$ cat src/rtl/tomasulo_pkg.sv
package tomasulo_pkg;

  parameter int XLEN  = 32;
  parameter int TAG_W = 4;  // 16 tags in flight at most

  parameter int RS_DEPTH_DEFAULT   = 4;
  parameter int MUL_STAGES_DEFAULT = 3;

  typedef logic [TAG_W-1:0] tag_t;
  typedef logic signed [XLEN-1:0] data_t;

  // ready=1 means value holds, ready=0 means wait for tag
  typedef struct packed {
    logic  ready;
    tag_t  tag;
    data_t value;
  } operand_t;

  typedef enum logic [2:0] {
    ALU_ADD,
    ALU_SUB,
    ALU_AND,
    ALU_OR,
    ALU_XOR,
    ALU_SLL,  // shift amount from low 5 bits of b
    ALU_SRL,
    ALU_SLT
  } alu_op_t;

  typedef struct packed {
    alu_op_t op;
  } alu_payload_t;

  typedef struct packed {
    logic high;  // reserved, upper half select
  } mul_payload_t;

  typedef struct packed {
    logic         valid;
    tag_t         tag;
    operand_t     src1;
    operand_t     src2;
    alu_payload_t payload;
  } alu_issue_t;

  typedef struct packed {
    logic         valid;
    tag_t         tag;
    operand_t     src1;
    operand_t     src2;
    mul_payload_t payload;
  } mul_issue_t;

  // common data bus broadcast
  typedef struct packed {
    logic  valid;
    tag_t  tag;
    data_t data;
  } cdb_t;

endpackage

$ cat src/rtl/reservation_station.sv
`timescale 1ns/1ps

module reservation_station import tomasulo_pkg::*; #(
  parameter type payload_t = alu_payload_t,
  parameter int  DEPTH     = RS_DEPTH_DEFAULT
) (
  input  logic     clk_100mhz,
  input  logic     sys_rst,
  input  logic     i_issue_valid,
  input  tag_t     i_tag,
  input  operand_t i_src1,
  input  operand_t i_src2,
  input  payload_t i_payload,
  input  cdb_t     i_cdb,
  input  logic     i_fu_ready,
  output logic     o_ready,
  output logic     o_disp_valid,
  output tag_t     o_disp_tag,
  output data_t    o_disp_a,
  output data_t    o_disp_b,
  output payload_t o_disp_payload
);

  localparam int IDX_W = (DEPTH > 1) ? $clog2(DEPTH) : 1;

  typedef struct packed {
    tag_t     tag;
    operand_t src1;
    operand_t src2;
    payload_t payload;
  } entry_t;

  logic [DEPTH-1:0] busy;
  entry_t           slots [DEPTH];

  logic             free_found;
  logic [IDX_W-1:0] free_idx;
  logic             sel_found;
  logic [IDX_W-1:0] sel_idx;
  logic             issue_fire;
  logic             disp_fire;

  // capture a pending operand when its producer shows up on the bus
  function automatic operand_t wake(operand_t op, cdb_t cdb);
    operand_t res;
    res = op;
    if (!op.ready && cdb.valid && (cdb.tag == op.tag)) begin
      res.ready = 1'b1;
      res.value = cdb.data;
    end
    return res;
  endfunction

  // lowest free slot and lowest eligible entry
  always_comb begin
    free_found = 1'b0;
    free_idx   = '0;
    sel_found  = 1'b0;
    sel_idx    = '0;
    for (int i = DEPTH - 1; i >= 0; i--) begin
      if (!busy[i]) begin
        free_found = 1'b1;
        free_idx   = IDX_W'(i);
      end
      if (busy[i] && slots[i].src1.ready && slots[i].src2.ready) begin
        sel_found = 1'b1;
        sel_idx   = IDX_W'(i);
      end
    end
  end

  assign o_ready    = free_found;
  assign issue_fire = i_issue_valid && free_found;
  assign disp_fire  = sel_found && i_fu_ready;

  assign o_disp_valid   = disp_fire;
  assign o_disp_tag     = slots[sel_idx].tag;
  assign o_disp_a       = slots[sel_idx].src1.value;
  assign o_disp_b       = slots[sel_idx].src2.value;
  assign o_disp_payload = slots[sel_idx].payload;

  always_ff @(posedge clk_100mhz) begin
    if (sys_rst) begin
      busy <= '0;
    end else begin
      if (disp_fire) busy[sel_idx] <= 1'b0;  // slot frees at dispatch edge
      if (issue_fire) busy[free_idx] <= 1'b1;
    end
  end

  always_ff @(posedge clk_100mhz) begin
    for (int i = 0; i < DEPTH; i++) begin
      slots[i].src1 <= wake(slots[i].src1, i_cdb);
      slots[i].src2 <= wake(slots[i].src2, i_cdb);
    end
    // incoming op also snoops the bus in its issue cycle
    if (issue_fire) begin
      slots[free_idx].tag     <= i_tag;
      slots[free_idx].src1    <= wake(i_src1, i_cdb);
      slots[free_idx].src2    <= wake(i_src2, i_cdb);
      slots[free_idx].payload <= i_payload;
    end
  end

endmodule

$ cat src/rtl/alu_unit.sv
`timescale 1ns/1ps

module alu_unit import tomasulo_pkg::*; (
  input  logic         clk_100mhz,
  input  logic         sys_rst,
  input  logic         i_valid,
  input  tag_t         i_tag,
  input  data_t        i_a,
  input  data_t        i_b,
  input  alu_payload_t i_payload,
  input  logic         i_grant,
  output logic         o_ready,
  output logic         o_valid,
  output tag_t         o_tag,
  output data_t        o_result
);

  data_t alu_out;

  always_comb begin
    case (i_payload.op)
      ALU_ADD: alu_out = i_a + i_b;
      ALU_SUB: alu_out = i_a - i_b;
      ALU_AND: alu_out = i_a & i_b;
      ALU_OR:  alu_out = i_a | i_b;
      ALU_XOR: alu_out = i_a ^ i_b;
      ALU_SLL: alu_out = i_a << i_b[4:0];
      ALU_SRL: alu_out = data_t'($unsigned(i_a) >> i_b[4:0]);  // logical
      ALU_SLT: alu_out = {{(XLEN-1){1'b0}}, (i_a < i_b)};       // signed compare
      default: alu_out = '0;
    endcase
  end

  // free when empty or the held result leaves this cycle
  assign o_ready = !o_valid || i_grant;

  always_ff @(posedge clk_100mhz) begin
    if (sys_rst) begin
      o_valid <= 1'b0;
    end else if (i_valid && o_ready) begin
      o_valid <= 1'b1;
    end else if (i_grant) begin
      o_valid <= 1'b0;
    end
  end

  always_ff @(posedge clk_100mhz) begin
    if (i_valid && o_ready) begin
      o_tag    <= i_tag;
      o_result <= alu_out;
    end
  end

endmodule

$ cat src/rtl/mul_unit.sv
`timescale 1ns/1ps

module mul_unit import tomasulo_pkg::*; #(
  parameter int STAGES = MUL_STAGES_DEFAULT
) (
  input  logic  clk_100mhz,
  input  logic  sys_rst,
  input  logic  i_valid,
  input  tag_t  i_tag,
  input  data_t i_a,
  input  data_t i_b,
  input  logic  i_grant,
  output logic  o_ready,
  output logic  o_valid,
  output tag_t  o_tag,
  output data_t o_result
);

  logic [STAGES-1:0] pipe_valid;
  tag_t              pipe_tag  [STAGES];
  data_t             pipe_prod [STAGES];
  logic              advance;
  data_t             product;

  // low word of the signed product
  assign product = data_t'(i_a * i_b);

  // whole pipe holds while the last stage waits for the bus
  assign advance = !(pipe_valid[STAGES-1] && !i_grant);
  assign o_ready = advance;

  always_ff @(posedge clk_100mhz) begin
    if (sys_rst) begin
      pipe_valid <= '0;
    end else if (advance) begin
      pipe_valid[0] <= i_valid;
      for (int s = 1; s < STAGES; s++) begin
        pipe_valid[s] <= pipe_valid[s-1];
      end
    end
  end

  always_ff @(posedge clk_100mhz) begin
    if (advance) begin
      pipe_tag[0]  <= i_tag;
      pipe_prod[0] <= product;
      for (int s = 1; s < STAGES; s++) begin
        pipe_tag[s]  <= pipe_tag[s-1];
        pipe_prod[s] <= pipe_prod[s-1];
      end
    end
  end

  assign o_valid  = pipe_valid[STAGES-1];
  assign o_tag    = pipe_tag[STAGES-1];
  assign o_result = pipe_prod[STAGES-1];

endmodule

$ cat src/rtl/cdb_arbiter.sv
`timescale 1ns/1ps

module cdb_arbiter import tomasulo_pkg::*; (
  input  logic  clk_100mhz,
  input  logic  sys_rst,
  input  logic  i_alu_valid,
  input  tag_t  i_alu_tag,
  input  data_t i_alu_result,
  input  logic  i_mul_valid,
  input  tag_t  i_mul_tag,
  input  data_t i_mul_result,
  output logic  o_alu_grant,
  output logic  o_mul_grant,
  output cdb_t  o_cdb
);

  // fixed priority, alu wins
  assign o_alu_grant = i_alu_valid;
  assign o_mul_grant = i_mul_valid && !i_alu_valid;

  always_ff @(posedge clk_100mhz) begin
    if (sys_rst) begin
      o_cdb.valid <= 1'b0;
    end else begin
      o_cdb.valid <= o_alu_grant || o_mul_grant;  // one cycle per grant
    end
    if (o_alu_grant) begin
      o_cdb.tag  <= i_alu_tag;
      o_cdb.data <= i_alu_result;
    end else begin
      o_cdb.tag  <= i_mul_tag;
      o_cdb.data <= i_mul_result;
    end
  end

endmodule

$ cat src/rtl/tomasulo_core.sv
`timescale 1ns/1ps

module tomasulo_core import tomasulo_pkg::*; #(
  parameter int RS_DEPTH   = RS_DEPTH_DEFAULT,
  parameter int MUL_STAGES = MUL_STAGES_DEFAULT
) (
  input  logic       clk_100mhz,
  input  logic       sys_rst,
  input  alu_issue_t i_alu_issue,
  input  mul_issue_t i_mul_issue,
  output logic       o_alu_ready,
  output logic       o_mul_ready,
  output cdb_t       o_cdb
);

  // alu lane
  logic         alu_disp_valid;
  tag_t         alu_disp_tag;
  data_t        alu_disp_a;
  data_t        alu_disp_b;
  alu_payload_t alu_disp_payload;
  logic         alu_fu_ready;
  logic         alu_res_valid;
  tag_t         alu_res_tag;
  data_t        alu_res_data;
  logic         alu_grant;

  // mul lane
  logic  mul_disp_valid;
  tag_t  mul_disp_tag;
  data_t mul_disp_a;
  data_t mul_disp_b;
  logic  mul_fu_ready;
  logic  mul_res_valid;
  tag_t  mul_res_tag;
  data_t mul_res_data;
  logic  mul_grant;

  reservation_station #(.payload_t(alu_payload_t), .DEPTH(RS_DEPTH)) rs_alu (
    .clk_100mhz     (clk_100mhz),
    .sys_rst        (sys_rst),
    .i_issue_valid  (i_alu_issue.valid),
    .i_tag          (i_alu_issue.tag),
    .i_src1         (i_alu_issue.src1),
    .i_src2         (i_alu_issue.src2),
    .i_payload      (i_alu_issue.payload),
    .i_cdb          (o_cdb),  // broadcast fed back
    .i_fu_ready     (alu_fu_ready),
    .o_ready        (o_alu_ready),
    .o_disp_valid   (alu_disp_valid),
    .o_disp_tag     (alu_disp_tag),
    .o_disp_a       (alu_disp_a),
    .o_disp_b       (alu_disp_b),
    .o_disp_payload (alu_disp_payload)
  );

  alu_unit fu_alu (
    .clk_100mhz (clk_100mhz),
    .sys_rst    (sys_rst),
    .i_valid    (alu_disp_valid),
    .i_tag      (alu_disp_tag),
    .i_a        (alu_disp_a),
    .i_b        (alu_disp_b),
    .i_payload  (alu_disp_payload),
    .i_grant    (alu_grant),
    .o_ready    (alu_fu_ready),
    .o_valid    (alu_res_valid),
    .o_tag      (alu_res_tag),
    .o_result   (alu_res_data)
  );

  // mul payload bit is reserved, nothing consumes it yet
  reservation_station #(.payload_t(mul_payload_t), .DEPTH(RS_DEPTH)) rs_mul (
    .clk_100mhz     (clk_100mhz),
    .sys_rst        (sys_rst),
    .i_issue_valid  (i_mul_issue.valid),
    .i_tag          (i_mul_issue.tag),
    .i_src1         (i_mul_issue.src1),
    .i_src2         (i_mul_issue.src2),
    .i_payload      (i_mul_issue.payload),
    .i_cdb          (o_cdb),
    .i_fu_ready     (mul_fu_ready),
    .o_ready        (o_mul_ready),
    .o_disp_valid   (mul_disp_valid),
    .o_disp_tag     (mul_disp_tag),
    .o_disp_a       (mul_disp_a),
    .o_disp_b       (mul_disp_b),
    .o_disp_payload ()
  );

  mul_unit #(.STAGES(MUL_STAGES)) fu_mul (
    .clk_100mhz (clk_100mhz),
    .sys_rst    (sys_rst),
    .i_valid    (mul_disp_valid),
    .i_tag      (mul_disp_tag),
    .i_a        (mul_disp_a),
    .i_b        (mul_disp_b),
    .i_grant    (mul_grant),
    .o_ready    (mul_fu_ready),
    .o_valid    (mul_res_valid),
    .o_tag      (mul_res_tag),
    .o_result   (mul_res_data)
  );

  cdb_arbiter arbiter (
    .clk_100mhz   (clk_100mhz),
    .sys_rst      (sys_rst),
    .i_alu_valid  (alu_res_valid),
    .i_alu_tag    (alu_res_tag),
    .i_alu_result (alu_res_data),
    .i_mul_valid  (mul_res_valid),
    .i_mul_tag    (mul_res_tag),
    .i_mul_result (mul_res_data),
    .o_alu_grant  (alu_grant),
    .o_mul_grant  (mul_grant),
    .o_cdb        (o_cdb)
  );

endmodule

$ cat config.mk
export PLATFORM = sky130hd
export DESIGN_NAME = tomasulo_core
export DESIGN_NICKNAME = d
export VERILOG_FILES = /design/src/rtl/tomasulo_pkg.sv /design/src/rtl/reservation_station.sv /design/src/rtl/alu_unit.sv /design/src/rtl/mul_unit.sv /design/src/rtl/cdb_arbiter.sv /design/src/rtl/tomasulo_core.sv
export SDC_FILE = /design/constraint.sdc
export NUM_CORES = 2
export LEC_CHECK = 0
export BUFFER_PORTS_ARGS = -buffer_cell sky130_fd_sc_hd__clkbuf_2
export CAP_MARGIN = 5
export CORE_UTILIZATION = 30
export CTS_BUF_LIST = sky130_fd_sc_hd__clkbuf_16
export CTS_CLUSTER_DIAMETER = 50
export DETAILED_ROUTE_END_ITERATION = 6
export SETUP_SLACK_MARGIN = 0.15
export SLEW_MARGIN = 0
export SYNTH_ARGS = -nofsm -noshare
export SYNTH_HDL_FRONTEND = slang
export SYNTH_HIERARCHICAL = 1
export SYNTH_SLANG_ARGS = --single-unit
$ cat constraint.sdc
create_clock -name clk_100mhz -period 11.6 [get_ports clk_100mhz]
set_input_delay 1.16 -clock clk_100mhz [delete_from_list [all_inputs] [get_ports clk_100mhz]]
set_output_delay 1.16 -clock clk_100mhz [all_outputs]
set_load 0.005 [all_outputs]
# Word-level counts from Yosys, hierarchy flattened
# Memory sizes are Yosys's and may differ from the RTL's.
# Index checks and enable logic that the tools add are counted.
[word_totals] in_bits=164 n_memories=4 regBits=85 latch_bits=0 ram_bits=748 wordCells=255 romBits=0 output_inout_bits=39
[mem_list] memory="rs_alu.slots" depth=4 word_bits=81 read_ports=5 rd_clocked_by_memory_dff=0 write_ports=5 line="reservation_station.sv:34" source="entry_t slots [DEPTH];"
[mem_list] memory="rs_mul.slots" depth=4 word_bits=79 read_ports=5 rd_clocked_by_memory_dff=0 write_ports=5 line="reservation_station.sv:34"
[mem_list] memory="fu_mul.pipe_prod" depth=3 word_bits=32 read_ports=3 rd_clocked_by_memory_dff=0 write_ports=3 line="mul_unit.sv:21" source="data_t pipe_prod [STAGES];"
[mem_list] memory="fu_mul.pipe_tag" depth=3 word_bits=4 read_ports=3 rd_clocked_by_memory_dff=0 write_ports=3 line="mul_unit.sv:20" source="tag_t pipe_tag [STAGES];"
[classes] n_mul=1 n_eq_ne=27 div_mod_pow=0 bitwise=9 reduce_logical=90 n_mux=102 n_addsub=2 magnitude_cmp=9 n_shift=2
[ops] op="$mux W32" count=24
[ops] op="$pmux W32 S8" count=1
[ops] op="$eq A4 B4 Y1" count=20
[ops] op="$logic_and A1 B1 Y1" count=65
[ops] op="$mux W1" count=50
[ops] op="$mux W36" count=1
[ops] op="$add A32 B32 Y32" count=1
[ops] op="$and A32 B32 Y32" count=1
[ops] op="$lt A32 B32 Y1" count=1
[ops] op="$mul A32 B32 Y32" count=1
[ops] op="$mux W2" count=16
[ops] op="$or A32 B32 Y32" count=1
[ops] op="$shl A32 B5 Y32" count=1
[ops] op="$shr A32 B5 Y32" count=1
[ops] op="$sub A32 B32 Y32" count=1
[ops] op="$xor A32 B32 Y32" count=1
[ops] op="$mux W4" count=6
[ops] op="$logic_not A1 Y1" count=23
[ops] op="$eq A3 B3 Y1 const B" count=4
[ops] op="$lt A2 B3 Y1 const B" count=4
[ops] op="$and A4 B4 Y4" count=2
[ops] op="$demux W1 S2" count=4
[ops] op="$ge A2 B1 Y1 const B" count=4
[ops] op="$not A4 Y4" count=2
[ops] op="5 further kinds" count=7

# Longest topological paths before layout
# An unclocked memory read counts as a cell.
[logic_depth] depth_word=17 mapped_depth=34 depth_no_buf=28

# Cells and area by module
# Netlist, hierarchy kept.
[modules_own_cells] module="mul_unit" cells_per_inst=1982 seq_area_each_um2=3303.2 instances=1 area_per_inst_um2=19979.2
[modules_own_cells] module="reservation_station (rs_alu)" cells_per_inst=1005 seq_area_each_um2=9729.3 instances=1 area_per_inst_um2=15481.1
[modules_own_cells] module="reservation_station (rs_mul)" cells_per_inst=1063 seq_area_each_um2=9489.1 instances=1 area_per_inst_um2=15288.4
[modules_own_cells] module="alu_unit" cells_per_inst=1311 seq_area_each_um2=1101.1 instances=1 area_per_inst_um2=9225.1
[modules_own_cells] module="cdb_arbiter" cells_per_inst=80 seq_area_each_um2=740.7 instances=1 area_per_inst_um2=1276.2

# Worst setup path after synthesis
# OpenSTA, ideal clock, no wires.
[synth_timing] kind="reg2reg" start="memory rs_mul/slots[1][37] (netlist name)" end="memory fu_mul/pipe_prod[0][31] (netlist name), data pin" synth_period_minus_slack_ns=8.375 setup_time_ns=0.260 setup_slack_ns=3.225 arrival_ns=8.115 stages_incl_launch_ff=31 path_buffers=5 t_required_ns=11.340 path_cell_list="dfxtp_1 > and3_1 > clkbuf_1 > o31ai_1 > clkbuf_1 > a221o_1 > clkbuf_1 > clkbuf_1 > and2_1 > fa_1 > fa_1 > inv_1 > fa_1 > fa_1 > inv_1 > fa_1 > inv_1 > fa_1 > inv_1 > fa_1 > fa_1 > ha_1 > clkbuf_1 > a21o_1 > a21oi_1 > o21ai_0 > a2111oi_0 > nor3_1 > o41ai_4 > o21ai_2 > xnor2_1"
[synth_lines] item="from (decl)" line="reservation_station.sv:34"
[synth_lines] item="to (decl)" line="mul_unit.sv:21"

==> flow_metrics.tcl <==
set metrics [dict create \
    cp-end-kind "flop" \
    avgSynthCellArea_um2 11.25 \
    grt_pass1_wl_um 304900 \
    cts_hold_buf 0 \
    outcome "finished with violations" \
    path_max_fanout 29 \
    cts_tree "built" \
    rows 165 \
    critPathKind "flop to flop" \
    cts_sinks 829 \
    slew_headroom 0.2144 \
    yosys_warnings 6 \
    crit_path_max_incr_delay_ns 1.06 \
    fin_crit_sh 0.8614 \
    path_clk_slew_ns 0.06 \
    routed_wl_um 207800 \
    r2r-end "fu_mul/pipe_prod[0][30]" \
    hold_viol 0 \
    tns_ns 0 \
    globalplace.congestion 0.9461 \
    crit_cells 23 \
    setup_ws_ns 1.608 \
    grt_max_degree 78 \
    dr_total_vias 44320 \
    worst_setup_path_startpoint "rs_mul/slots[3][74]" \
    hpwl_um 149000 \
    viasPerCell 5.337 \
    fp.coreArea_um2 202300 \
    drt_iter0_drc 4489 \
    violations "design-rule violations" \
    skew_ns 0.06008 \
    grt_usage 0.1994 \
    slowest_stage "a221o_1" \
    grt_pass1_vias 44540 \
    cp.arrival_ns 10.45 \
    die_w_um 453.3 \
    clock.fmax_mhz 100.1 \
    cts-htree-levels 3 \
    slew_viol_final 0 \
    worst-path-buf-inv 4 \
    pin_count 203 \
    timing.rr.start "rs_mul/slots[3][74]" \
    finalSetupViolations 0 \
    cts_buffer_depth 3 \
    worst_pin_slew_ns 1.178 \
    cts_setup_buffers 0 \
    drive_above_1_share 0.2124 \
    ant_nets 0 \
    die_area_um2 205500 \
    path_delay_family "adder cells" \
    dr.pass1.iters 7 \
    die_y_um 453.3 \
    synthesis.area_um2 61110 \
    io_buffer_count 201 \
    r2r_slack_ns 1.61 \
    fin_crit_ns 9.992 \
    drc 4 \
    fill_cells 20180 \
    crit_path_cell_trace "and3_2 > o31ai_4 > a221o_1 > and2_1 > fa_1 > fa_1 > inv_1 > fa_1 > fa_1 > inv_1 > fa_1 > inv_1 > fa_1 > inv_1 > fa_1 > fa_1 > ha_1 > nand4_1 > o21ai_0 > nand2b_1 > o21ai_0 > a41oi_1 > xnor2_1" \
    routedWlPerCell_um 25.03 \
    synth.net_count 6254 \
    setup.worst_path.end "fu_mul/pipe_prod[0][30]" \
    holdCritPathClass "flop to flop" \
    max_cap_viol_count 0 \
    rsz0062_at_grt "no" \
    clk_latency_ns 0.72 \
    cts_root_buffer "clkbuf_16" \
    nNetsFinal 6351 \
    post-place-ws_ns 1.748 \
    antenna_found_initial 47 \
    required_ns 12.05 \
    cp-start-kind "flop" \
    cts_buffers 100 \
    area_growth_pct 12.56 \
    r2r_cells 23 \
    cts_resized 0 \
    crit_top_cell "fa_1" \
    grt_overflow_total 0 \
    syn_inst 5433 \
    start_util 0.3020 \
]
per-stage QoR:
stage / hold WS (ns) / util / cells / cell area, µm²
global placement: 0.4015 / 0.3240 / 8100 / 65560
detailed placement: 0.4045 / 0.3240 / 8100 / 65560
finish: 0.4090 / 0.3400 / 8304 / 68780
CTS: 0.4082 / 0.3397 / 8285 / 68730
global route: 0.4211 / 0.3399 / 8298 / 68770
floorplan: 0.4003 / - / 5433 / 61110
how the worst min path moves through the flow:
stage,endpoint,from,cells past startpoint,slack (ns)
finish,fu_mul/pipe_prod[0][32],fu_mul/pipe_prod[0][0],0,0.41
global route,fu_mul/pipe_prod[0][44],fu_mul/pipe_prod[0][12],0,0.42
CTS,fu_mul/pipe_prod[0][32],fu_mul/pipe_prod[0][0],0,0.41
detailed placement,fu_mul/pipe_prod[0][39],fu_mul/pipe_prod[0][7],0,0.40
global placement,fu_mul/pipe_prod[0][67],fu_mul/pipe_prod[0][35],0,0.40
floorplan,fu_mul/pipe_prod[0][32],fu_mul/pipe_prod[0][0],0,0.40
state kept, by name (all words and copies together), names as in the netlist:
signal and count:
rs_alu/slots 324, rs_mul/slots 312, fu_mul/pipe_prod 96, arbiter/o_cdb 37
fu_alu/o_result 32, fu_mul/pipe_tag 12, fu_alu/o_tag 4, rs_alu/busy 4
rs_mul/busy 4, fu_mul/pipe_valid 3, fu_alu/o_valid 1
per-layer routing:
layer	global-route usage	wire, µm
met5	0	93
met4	0.09940	10180
met3	0.02421	13820
met2	0.3224	97510
met1	0.2628	86240
area by class of cell:
type	count	area, µm²	share of cell area
Clock buffer	100	2502	0.03638
Clock inverter	85	676.9	0.009841
Sequential cell	829	24240	0.3525
Timing Repair Buffer	380	2362	0.03434
Multi-Input combinational cell	3655	33490	0.4868
Antenna cell	19	47.55	0.0006912
Tap cell	2672	3343	0.04861
Inverter	564	2120	0.03082
layout by cell type, fill, tap and decap left out, types with 178 or more instances in the layout:
master      n
o21ai_0   194
fa_1      410
a21oi_1   255
and2_1    341
edfxtp_1  764
buf_4     178
mux2_2    530
nand2_1   389
ha_1      247
clkbuf_2  201
nor2_1    191
inv_1     582
Power is not shown: default switching activity piles up to over one toggle a cycle in this logic, so the estimate is an artifact.
